**config.mk**
```make
export PLATFORM = sky130hd
export DESIGN_NAME = pond_top
export DESIGN_NICKNAME = d
export VERILOG_FILES = /design/src/verilog/pond_data_pkg.sv /design/src/verilog/pond_cfg_pkg.sv /design/src/verilog/loop_iter.sv /design/src/verilog/pond_accessor.sv /design/src/verilog/pond_mem.sv /design/src/verilog/pond_top.sv /design/src/verilog/sched_gen.sv /design/src/verilog/stride_addr_gen.sv
export SDC_FILE = /design/constraint.sdc
export NUM_CORES = 1
export LEC_CHECK = 0
export BUFFER_PORTS_ARGS = -buffer_cell sky130_fd_sc_hd__buf_2
export CAP_MARGIN = 20
export CORE_MARGIN = 3
export CORE_UTILIZATION = 61
export CTS_CLUSTER_SIZE = 16
export DETAILED_ROUTE_END_ITERATION = 6
export PLACE_DENSITY_LB_ADDON = 0.08
export REMOVE_ABC_BUFFERS = 1
export SLEW_MARGIN = 20
export SYNTH_ARGS = -nofsm -noshare
export SYNTH_HDL_FRONTEND = slang
export SYNTH_HIERARCHICAL = 1
export SYNTH_SLANG_ARGS = --single-unit
```
**constraint.sdc**
```tcl
create_clock -name clk -period 5.9 [get_ports clk]
set_input_delay 0 -clock clk [delete_from_list [all_inputs] [get_ports clk]]
set_output_delay 0 -clock clk [all_outputs]
set_load 0.02 [all_outputs]
```
**src/verilog/pond_data_pkg.sv**
```systemverilog
package pond_data_pkg;

  // fixed geometry of the pond storage
  localparam int pond_depth = 32;

  typedef logic [15:0] word_t;

  // wide enough to index every pond word
  typedef logic [$clog2(pond_depth)-1:0] mem_addr_t;

  // shared cycle counter, also the unit of every scheduled cycle
  typedef logic [15:0] cycle_t;

  // one scheduled access as seen by the memory
  typedef struct packed {
    logic      valid;
    mem_addr_t addr;
  } access_t;

endpackage

```
**src/verilog/pond_cfg_pkg.sv**
```systemverilog
package pond_cfg_pkg;

  localparam int loop_levels = 2;

  // loop level that is being stepped by the iterator
  typedef enum logic {
    level_inner,
    level_outer
  } level_e;

  typedef struct packed {
    logic [1:0]                   dimensionality; // 0 disables the accessor
    logic [loop_levels-1:0][15:0] ranges;         // each level runs range+1 times
  } loop_cfg_t;

  typedef struct packed {
    pond_data_pkg::mem_addr_t start;
    pond_data_pkg::mem_addr_t stride_inner;
    pond_data_pkg::mem_addr_t stride_outer; // jump applied when the inner level wraps
  } addr_cfg_t;

  typedef struct packed {
    pond_data_pkg::cycle_t start;
    pond_data_pkg::cycle_t stride_inner;
    pond_data_pkg::cycle_t stride_outer;
  } sched_cfg_t;

  // everything one accessor needs, held stable for a whole run
  typedef struct packed {
    loop_cfg_t  loop;
    addr_cfg_t  addr;
    sched_cfg_t sched;
  } accessor_cfg_t;

endpackage

```
**src/verilog/loop_iter.sv**
```systemverilog
module loop_iter
  import pond_cfg_pkg::*;
#(
  parameter int count_width = 16
) (
  input  logic      clk,
  input  logic      rst_n,
  input  logic      en,
  input  logic      flush,
  input  logic      step,
  input  loop_cfg_t cfg,
  output level_e    level,
  output logic      restart
);

  logic [loop_levels-1:0][count_width-1:0] cnt;
  logic [loop_levels-1:0]                  maxed;

  // a level outside the configured dimensionality counts as already maxed
  always_comb begin
    for (int i = 0; i < loop_levels; i++) begin
      maxed[i] = (cfg.dimensionality <= i) ||
                 (cnt[i] == count_width'(cfg.ranges[i]));
    end
  end

  assign level   = maxed[0] ? level_outer : level_inner;
  assign restart = &maxed; // also high for ever when the accessor is disabled

  always_ff @(posedge clk or negedge rst_n) begin
    if (!rst_n) begin
      cnt <= '0;
    end else if (en) begin
      if (flush || (step && restart)) begin
        cnt <= '0;
      end else if (step) begin
        if (level == level_inner) begin
          cnt[0] <= cnt[0] + 1'b1;
        end else begin
          cnt[0] <= '0; // inner wraps while outer advances
          cnt[1] <= cnt[1] + 1'b1;
        end
      end
    end
  end

  // counting stops at loop_levels and a larger value would be silently truncated
  a_dim_in_range : assert property (
    @(posedge clk) disable iff (!rst_n)
    cfg.dimensionality <= loop_levels
  );

endmodule

```
**src/verilog/pond_accessor.sv**
```systemverilog
module pond_accessor
  import pond_data_pkg::*;
  import pond_cfg_pkg::*;
#(
  parameter int count_width = 16
) (
  input  logic          clk,
  input  logic          rst_n,
  input  logic          en,
  input  logic          flush,
  input  cycle_t        cycle_count,
  input  accessor_cfg_t cfg,
  output access_t       access
);

  level_e    level;
  logic      restart;
  logic      fire;
  mem_addr_t addr;

  loop_iter #(
    .count_width (count_width)
  ) u_loop_iter (
    .clk     (clk),
    .rst_n   (rst_n),
    .en      (en),
    .flush   (flush),
    .step    (fire),
    .cfg     (cfg.loop),
    .level   (level),
    .restart (restart)
  );

  stride_addr_gen #(
    .addr_width ($bits(mem_addr_t))
  ) u_addr_gen (
    .clk          (clk),
    .rst_n        (rst_n),
    .en           (en),
    .flush        (flush),
    .step         (fire),
    .restart      (restart),
    .level        (level),
    .start_addr   (cfg.addr.start),
    .stride_inner (cfg.addr.stride_inner),
    .stride_outer (cfg.addr.stride_outer),
    .addr         (addr)
  );

  sched_gen u_sched_gen (
    .clk          (clk),
    .rst_n        (rst_n),
    .en           (en),
    .flush        (flush),
    .restart      (restart),
    .level        (level),
    .cycle_count  (cycle_count),
    .start_cycle  (cfg.sched.start),
    .stride_inner (cfg.sched.stride_inner),
    .stride_outer (cfg.sched.stride_outer),
    .fire         (fire)
  );

  // a disabled accessor still fires once to close its gate but never reaches the memory
  assign access.valid = fire && (cfg.loop.dimensionality != '0);
  assign access.addr  = addr;

  // the address only moves on an access or a flush, and never while stalled
  a_addr_stable : assert property (
    @(posedge clk) disable iff (!rst_n)
    (!en || (!access.valid && !flush)) |=> $stable(access.addr)
  );

endmodule

```
**src/verilog/pond_mem.sv**
```systemverilog
module pond_mem
  import pond_data_pkg::*;
(
  input  logic      clk,
  input  logic      en,
  input  access_t   wr,
  input  word_t     wr_data,
  input  mem_addr_t rd_addr,
  output word_t     rd_data
);

  word_t mem [pond_depth];

  always_ff @(posedge clk) begin
    if (en && wr.valid) begin
      mem[wr.addr] <= wr_data;
    end
  end

  // same cycle read sees the word before any write at this edge
  assign rd_data = mem[rd_addr];

endmodule

```
**src/verilog/pond_top.sv**
```systemverilog
module pond_top
  import pond_data_pkg::*;
  import pond_cfg_pkg::*;
#(
  parameter int count_width = 16
) (
  input  logic          clk,
  input  logic          rst_n,
  input  logic          clk_en,
  input  logic          tile_en,
  input  logic          flush,
  input  word_t         data_in,
  input  accessor_cfg_t write_cfg,
  input  accessor_cfg_t read_cfg,
  output word_t         data_out,
  output logic          data_out_valid
);

  logic    en;
  cycle_t  cycle_count;
  access_t write_access;
  access_t read_access;

  // tile enable is a plain enable here, no gated clock
  assign en = clk_en && tile_en;

  always_ff @(posedge clk or negedge rst_n) begin
    if (!rst_n) begin
      cycle_count <= '0;
    end else if (en) begin
      if (flush) begin
        cycle_count <= '0;
      end else begin
        cycle_count <= cycle_count + 1'b1; // wraps so schedules are compared modulo 2^16
      end
    end
  end

  pond_accessor #(
    .count_width (count_width)
  ) u_write_acc (
    .clk         (clk),
    .rst_n       (rst_n),
    .en          (en),
    .flush       (flush),
    .cycle_count (cycle_count),
    .cfg         (write_cfg),
    .access      (write_access)
  );

  pond_accessor #(
    .count_width (count_width)
  ) u_read_acc (
    .clk         (clk),
    .rst_n       (rst_n),
    .en          (en),
    .flush       (flush),
    .cycle_count (cycle_count),
    .cfg         (read_cfg),
    .access      (read_access)
  );

  pond_mem u_mem (
    .clk     (clk),
    .en      (en),
    .wr      (write_access),
    .wr_data (data_in),
    .rd_addr (read_access.addr),
    .rd_data (data_out)
  );

  assign data_out_valid = read_access.valid;

endmodule

```
**src/verilog/sched_gen.sv**
```systemverilog
module sched_gen
  import pond_data_pkg::*;
  import pond_cfg_pkg::*;
(
  input  logic   clk,
  input  logic   rst_n,
  input  logic   en,
  input  logic   flush,
  input  logic   restart,
  input  level_e level,
  input  cycle_t cycle_count,
  input  cycle_t start_cycle,
  input  cycle_t stride_inner,
  input  cycle_t stride_outer,
  output logic   fire
);

  cycle_t sched_cycle;
  logic   done;

  // the schedule is just another strided sequence, stepped by our own fire
  stride_addr_gen #(
    .addr_width($bits(cycle_t))
  ) u_sched_addr (
    .clk          (clk),
    .rst_n        (rst_n),
    .en           (en),
    .flush        (flush),
    .step         (fire),
    .restart      (restart),
    .level        (level),
    .start_addr   (start_cycle),
    .stride_inner (stride_inner),
    .stride_outer (stride_outer),
    .addr         (sched_cycle)
  );

  assign fire = en && !done && (cycle_count == sched_cycle);

  // once the last access has gone out only a flush reopens the gate
  always_ff @(posedge clk or negedge rst_n) begin
    if (!rst_n) begin
      done <= 1'b0;
    end else if (en) begin
      if (flush) begin
        done <= 1'b0;
      end else if (fire && restart) begin
        done <= 1'b1;
      end
    end
  end

endmodule

```
**src/verilog/stride_addr_gen.sv**
```systemverilog
module stride_addr_gen
  import pond_cfg_pkg::*;
#(
  parameter int addr_width = 5
) (
  input  logic                  clk,
  input  logic                  rst_n,
  input  logic                  en,
  input  logic                  flush,
  input  logic                  step,
  input  logic                  restart,
  input  level_e                level,
  input  logic [addr_width-1:0] start_addr,
  input  logic [addr_width-1:0] stride_inner,
  input  logic [addr_width-1:0] stride_outer,
  output logic [addr_width-1:0] addr
);

  logic [addr_width-1:0] offset;
  logic [addr_width-1:0] stride;

  assign stride = (level == level_outer) ? stride_outer : stride_inner;
  assign addr   = start_addr + offset; // wraps at addr_width

  always_ff @(posedge clk or negedge rst_n) begin
    if (!rst_n) begin
      offset <= '0;
    end else if (en) begin
      if (flush || (step && restart)) begin
        offset <= '0;
      end else if (step) begin
        offset <= offset + stride;
      end
    end
  end

endmodule
```
==> impl_metrics.tcl, run 1 <==
set metrics [dict create \
    core_region_area_um2 50600 \
    nNetsFinal 3005 \
    wl_um 75800 \
    ctsLongestPathBuffers 3 \
    row_count 82 \
    yosys-top-cells-count "edfxtp_1 (512), mux2i_1 (269), nand2_1 (150), nor2_1 (137), dfrtp_1 (124)" \
    skew_ns 0.0264 \
    seq_area_frac_synth 0.586 \
    synth-main-ff-cell "edfxtp_1" \
    clockRootBuffer "clkbuf_16" \
    first_pass_iters 5 \
    fin_total_pwr_mw 10.0 \
    finalHoldViolCount 0 \
    hpwl_um 49600 \
    tightestPinTransition_ns 0.942 \
    max_freq_mhz 191 \
    synthMostInstantiatedCell "edfxtp_1" \
    status "finished, final reports clean" \
    fin_crit_sh 0.889 \
    crit_arrival_ns 5.54 \
    clock_latency_ns 0.61 \
    pre_cts_slack_ns 0.748 \
    synth_top_cell_area_share 0.488 \
    syn_inst 2401 \
    worst_slack_ns 0.656 \
    synth_edf_count 512 \
    critical_path.slowest_cell "or3_1" \
    endpoint_kind "flop" \
    p_leak_nw 14.2 \
    ant_nets 0 \
    antenna_found_initial 0 \
    synth_area_um2 31500 \
    crit_path_end "u_mem/mem[4][12]" \
    grt_max_degree 69 \
    required_ns 6.20 \
    initial_core_util 0.623 \
    drt_iter0_drc 1592 \
    grt_pass1_wl_um 116000 \
    path_class "flop to flop" \
    numClockSinks 636 \
    synth.avg_cell_area_um2 13.1 \
    io-pin-count 232 \
    rrSetupSlack_ns 0.66 \
    routedWlPerCell_um 22.2 \
    post_cts_buffers 0 \
    ctsHtreeMaxLevel 3 \
    reg2reg_depth 17 \
    numCtsBuffers 67 \
    drive_gt1_frac 0.183 \
    io_buffers 231 \
    setup_violations 0 \
    cap_violations 0 \
    ys_warn_count 6 \
    hold_ws_ns 0.00891 \
    fp.dieH_um 233 \
    cpPeakStageDelay_ns 0.55 \
    ys_top_cells_by_area "edfxtp_1 (49%), dfrtp_1 (9.8%), mux2i_1 (8.5%)" \
    r2r_end "u_mem/mem[4][12]" \
    irDropWorstVdd_uv 197 \
    overflow 0 \
    dieWidth_um 233 \
    slew_headroom 0.370 \
    pwr_density_cell_nw_per_um2 279 \
    drcViolationCount 0 \
    grt_usage 0.277 \
    fin_crit_ns 5.24 \
    synthArstFlopShare 0.195 \
    crit_path_cell_trace "ha_1 > fa_1 > a21oi_2 > o211ai_2 > a2111oi_4 > o31ai_1 > a21oi_1 > xnor2_1 > xor2_1 > nor4_1 > nand4_1 > nor3_1 > o21a_1 > nand2_1 > or3_1 > nor2_1 > buf_4" \
    cp_max_fo 10 \
    vias_per_cell 6.14 \
    area_growth_pct 14.2 \
    num_vias 21000 \
    critPathLaunchType "flop" \
    rr_startpoint "u_write_acc/u_sched_gen/u_sched_addr/offset[0]" \
    cts_resized 0 \
    grt_pass1_vias 21000 \
    synth_top_area_cell "edfxtp_1" \
    place_congestion 0.895 \
    cts-hold-fix-buffers 40 \
    crit_start "u_write_acc/u_sched_gen/u_sched_addr/offset[0]" \
    cts_tree "yes" \
    rsz0062_at_grt "no" \
    slew_viol_final 0 \
    path_clk_slew_ns 0.05 \
    ys_seq_elements 636 \
    die-area_um2 54500 \
    min_path_type "input port to async pin" \
    synthDistinctLibCells 87 \
]
-- state kept, by name, indices dropped and copies added, names as in the netlist, 5 cells and up --
name                                         count
u_mem/mem                                      512
u_read_acc/u_loop_iter/cnt                      32
u_write_acc/u_loop_iter/cnt                     32
cycle_count                                     16
u_read_acc/u_sched_gen/u_sched_addr/offset      16
u_write_acc/u_sched_gen/u_sched_addr/offset     16
u_read_acc/u_addr_gen/offset                     5
u_write_acc/u_addr_gen/offset                    5
-- how the worst min path moves through the flow --
| stage | startpoint | to | cells past startpoint |
|---|---|---|---|
| after CTS | read_cfg[54] | u_read_acc/u_addr_gen/offset[1] | 4 |
| after detailed placement | rst_n | u_read_acc/u_loop_iter/cnt[29] | 1 |
| after floorplan | rst_n | cycle_count[0] | 0 |
| after global placement | rst_n | u_read_acc/u_loop_iter/cnt[29] | 1 |
| final | rst_n | u_read_acc/u_loop_iter/cnt[29] | 2 |
| after global routing | write_cfg[17] | u_write_acc/u_sched_gen/u_sched_addr/offset[1] | 4 |
-- layer usage --
layer | GRT usage | wire length (µm)
met3 | 0.0384 | 4160
met4 | 0.0995 | 2400
met1 | 0.372 | 31800
met2 | 0.466 | 37400
met5 | 0 | 0
-- area by class of cell --
cell class / instances / area (µm²)
antenna: 1 / 2.50
clock buffer: 84 / 1800
clock inverter: 34 / 420
fill: 3446 / 14600
inverter: 52 / 195
multi-input combinational: 1610 / 12200
sequential: 636 / 18500
tap: 672 / 841
timing repair buffer: 334 / 2060
-- critical path: cells and delay by family (launching register included) --
kind | cells | cell delay [ns]
AND/OR/NAND/NOR | 6 | 1.99
AO/OA/AOI/OAI | 6 | 1.33
flip-flops | 1 | 0.40
adder cells (fa/ha/maj) | 2 | 0.67
buffers and inverters | 1 | 0.28
XOR/XNOR | 2 | 0.27
-- cells by family (layout without fill, tap and decap cells) --
logic type / count (synthesis) / after routing / synth area share
multiplexers: 312 / 312 / 0.101
XOR/XNOR: 183 / 183 / 0.0508
other: 0 / 1 / 0
adder cells (fa/ha/maj): 89 / 89 / 0.0372
buffers and inverters: 155 / 504 / 0.0290
AO/OA/AOI/OAI: 432 / 432 / 0.0985
flip-flops: 636 / 636 / 0.586
AND/OR/NAND/NOR: 594 / 594 / 0.0973
-- report_power, final --
| part | internal, mW | switching, mW | total, mW |
|---|---|---|---|
| sequential | 4.88 | 0.0613 | 4.94 |
| combinational | 0.345 | 0.521 | 0.866 |
| clock | 2.49 | 1.74 | 4.23 |
| total | 7.72 | 2.32 | 10.0 |
-- through the flow --
step	area (µm²)	TNS, ns	util	std cells
3_5_place_dp	33400	0	0.660	3264
5_1_grt	36000	0	0.712	3422
6_report	36000	0	0.712	3423
4_1_cts	36000	0	0.712	3422
2_1_floorplan	30800	-53.65	-	2298
3_3_place_gp	33400	0	0.660	3264
-- cell usage in the layout (no fill, tap or decap), types with 12 or more instances in the layout --
cell / Yosys / routed
a22oi_1: 64 / 64
nor2_1: 137 / 131
nor4_1: 22 / 22
dlygate4sd3_1: 0 / 40
nor3_1: 63 / 63
or3_1: 12 / 12
o21ai_0: 64 / 62
buf_4: 23 / 62
mux2_2: 41 / 41
clkbuf_16: 0 / 68
a21oi_1: 91 / 91
xnor2_1: 60 / 58
dfrtp_1: 124 / 124
nand3_1: 75 / 75
buf_2: 19 / 230
a221o_1: 28 / 28
o21a_1: 14 / 14
a21o_1: 21 / 21
xor2_1: 123 / 123
edfxtp_1: 512 / 512
a22o_1: 40 / 40
nand4_1: 44 / 44
clkinv_1: 0 / 12
a31oi_1: 22 / 22
clkbuf_1: 38 / 12
mux2i_1: 269 / 269
inv_1: 52 / 52
nand2_1: 150 / 150
ha_1: 81 / 80
No activity file was read; power rests on OpenSTA's default activity.
==> inputs of run 2 (changes only) <==
==> constraint.sdc (replaced) <==
create_clock -name clk -period 5 [get_ports clk]
set_input_delay 0 -clock clk [delete_from_list [all_inputs] [get_ports clk]]
set_output_delay 0 -clock clk [all_outputs]
set_load 0.02 [all_outputs]
==> impl_metrics.tcl, run 2 (synthesis results as in run 1) <==
set metrics [dict create \
    hold_ws_ns -0.00583 \
    status "complete, but fails checks" \
    top_regs "u_mem/mem x512, u_read_acc/u_loop_iter/cnt x32, u_write_acc/u_loop_iter/cnt x32" \
    place_congestion 0.902 \
    reg2reg_depth 17 \
    numClockSinks 636 \
    core_region_area_um2 50600 \
    fp.dieH_um 233 \
    tightestPinTransition_ns 1.07 \
    critPathBufInv 3 \
    wl_um 77000 \
    r2r_end "u_write_acc/u_sched_gen/u_sched_addr/offset[15]" \
    skew_ns 0.0220 \
    largest_reg_flops 512 \
    row_count 82 \
    cp_max_fo 10 \
    required_ns 5.53 \
    overflow 0 \
    fin_crit_ns 4.83 \
    min_path_type "input port to async pin" \
    regMostFlops "u_mem/mem" \
    numCtsBuffers 67 \
    clockRootBuffer "clkbuf_16" \
    slew_viol_final 0 \
    critPathLaunchType "flop" \
    cap_violations 0 \
    drcViolationCount 0 \
    cpMostUsedCell "buf_4" \
    cts_tree "yes" \
    pwr_density_cell_nw_per_um2 325 \
    num_vias 21300 \
    path_class "flop to flop" \
    ant_nets 0 \
    finalHoldViolCount 2 \
    irDropWorstVdd_uv 254 \
    area_growth_pct 14.6 \
    worst_slack_ns 0.167 \
    rr_startpoint "u_write_acc/u_sched_gen/u_sched_addr/offset[0]" \
    nNetsFinal 3024 \
    die-area_um2 54500 \
    ctsLongestPathBuffers 3 \
    failed_checks "negative hold slack" \
    layout_common_cells "edfxtp_1 (512), mux2i_1 (269), buf_2 (230)" \
    grt_pass1_wl_um 118000 \
    antenna_found_initial 2 \
    initial_core_util 0.623 \
    crit_path_cell_trace "ha_1 > fa_1 > a21oi_2 > o211ai_2 > a2111oi_4 > buf_4 > nor2_1 > xnor2_1 > xor2_1 > or4_1 > nor3_2 > buf_4 > nand4bb_4 > or3_1 > a21oi_1 > nand3b_1 > dlygate4sd3_1" \
    grt_usage 0.283 \
    crit_arrival_ns 5.37 \
    p_leak_nw 14.2 \
    vias_per_cell 6.19 \
    path_clk_slew_ns 0.06 \
    endpoint_kind "flop" \
    slew_headroom 0.279 \
    cp_top_family "simple AND/OR/NAND/NOR gates" \
    ctsHtreeMaxLevel 3 \
    pre_cts_slack_ns 0.246 \
    cpPeakStageDelay_ns 0.55 \
    io_buffers 231 \
    drt_iter0_drc 2095 \
    grt_max_degree 75 \
    final_common_cell "edfxtp_1" \
    critical_path.slowest_cell "dlygate4sd3_1" \
    io-pin-count 232 \
    clock_latency_ns 0.60 \
    grt_pass1_vias 21200 \
    max_freq_mhz 207 \
    routedWlPerCell_um 22.4 \
    setup_violations 0 \
    hpwl_um 50600 \
    dieWidth_um 233 \
    drive_gt1_frac 0.194 \
    first_pass_iters 6 \
    rrSetupSlack_ns 0.17 \
    fin_crit_sh 0.967 \
]
[run 2: per-stage QoR]
stage          cells  power (mW)  instance area, µm²  utilization  TNS, ns
2_1_floorplan   2298        6.60               30800            -   -72.11
3_3_place_gp    3280        6.91               33500        0.663        0
3_5_place_dp    3280        6.94               33500        0.663        0
4_1_cts         3435        11.8               36000        0.712        0
5_1_grt         3442        12.1               36100        0.714    -1.11
6_report        3444        11.7               36100        0.714        0
[run 2: timing repair]
| action | CTS | global route |
|---|---|---|
| hold buffers | 36 | 0 |
| setup buffers | 0 | 7 |
| resized for setup | 0 | 9 |
| hold endpoints to repair | 201 | 0 |
| setup endpoints to repair | 0 | 125 |
[run 2: worst max-delay path by stage]
stage | startpoint | to | cells past startpoint
global route | u_write_acc/u_sched_gen/u_sched_addr/offset[0] | u_write_acc/u_sched_gen/u_sched_addr/offset[15] | 18
CTS | u_read_acc/u_sched_gen/u_sched_addr/offset[0] | u_read_acc/u_sched_gen/u_sched_addr/offset[15] | 19
detailed placement | u_read_acc/u_sched_gen/u_sched_addr/offset[0] | u_read_acc/u_loop_iter/cnt[16] | 17
global placement | u_read_acc/u_sched_gen/u_sched_addr/offset[0] | u_read_acc/u_loop_iter/cnt[16] | 17
floorplan | u_read_acc/u_addr_gen/offset[0] | data_out[0] | 6
finish | u_write_acc/u_sched_gen/u_sched_addr/offset[0] | u_write_acc/u_sched_gen/u_sched_addr/offset[15] | 17
[run 2: per-layer routing]
metal | up-vias | wire (µm) | global-route usage
met2 | 807 | 38300 | 0.478
li1 | 9809 | - | -
met4 | 0 | 1870 | 0.0808
met3 | 133 | 5100 | 0.0416
met1 | 10600 | 31800 | 0.383
met5 | - | 0 | 0
[run 2: power by group]
part	switching (mW)	total (mW)	internal, mW
Sequential	0.0738	5.84	5.76
Clock	2.06	4.86	2.80
Combinational	0.624	1.03	0.407
Total	2.76	11.7	8.97
[run 2: area by class of cell]
cell class | count | area, µm²
Fill cell | 3429 | 14500
Antenna cell | 2 | 5.00
Multi-Input combinational cell | 1610 | 12300
Inverter | 52 | 195
Clock inverter | 36 | 328
Timing Repair Buffer | 353 | 2220
Sequential cell | 636 | 18500
Clock buffer | 83 | 1810
Tap cell | 672 | 841
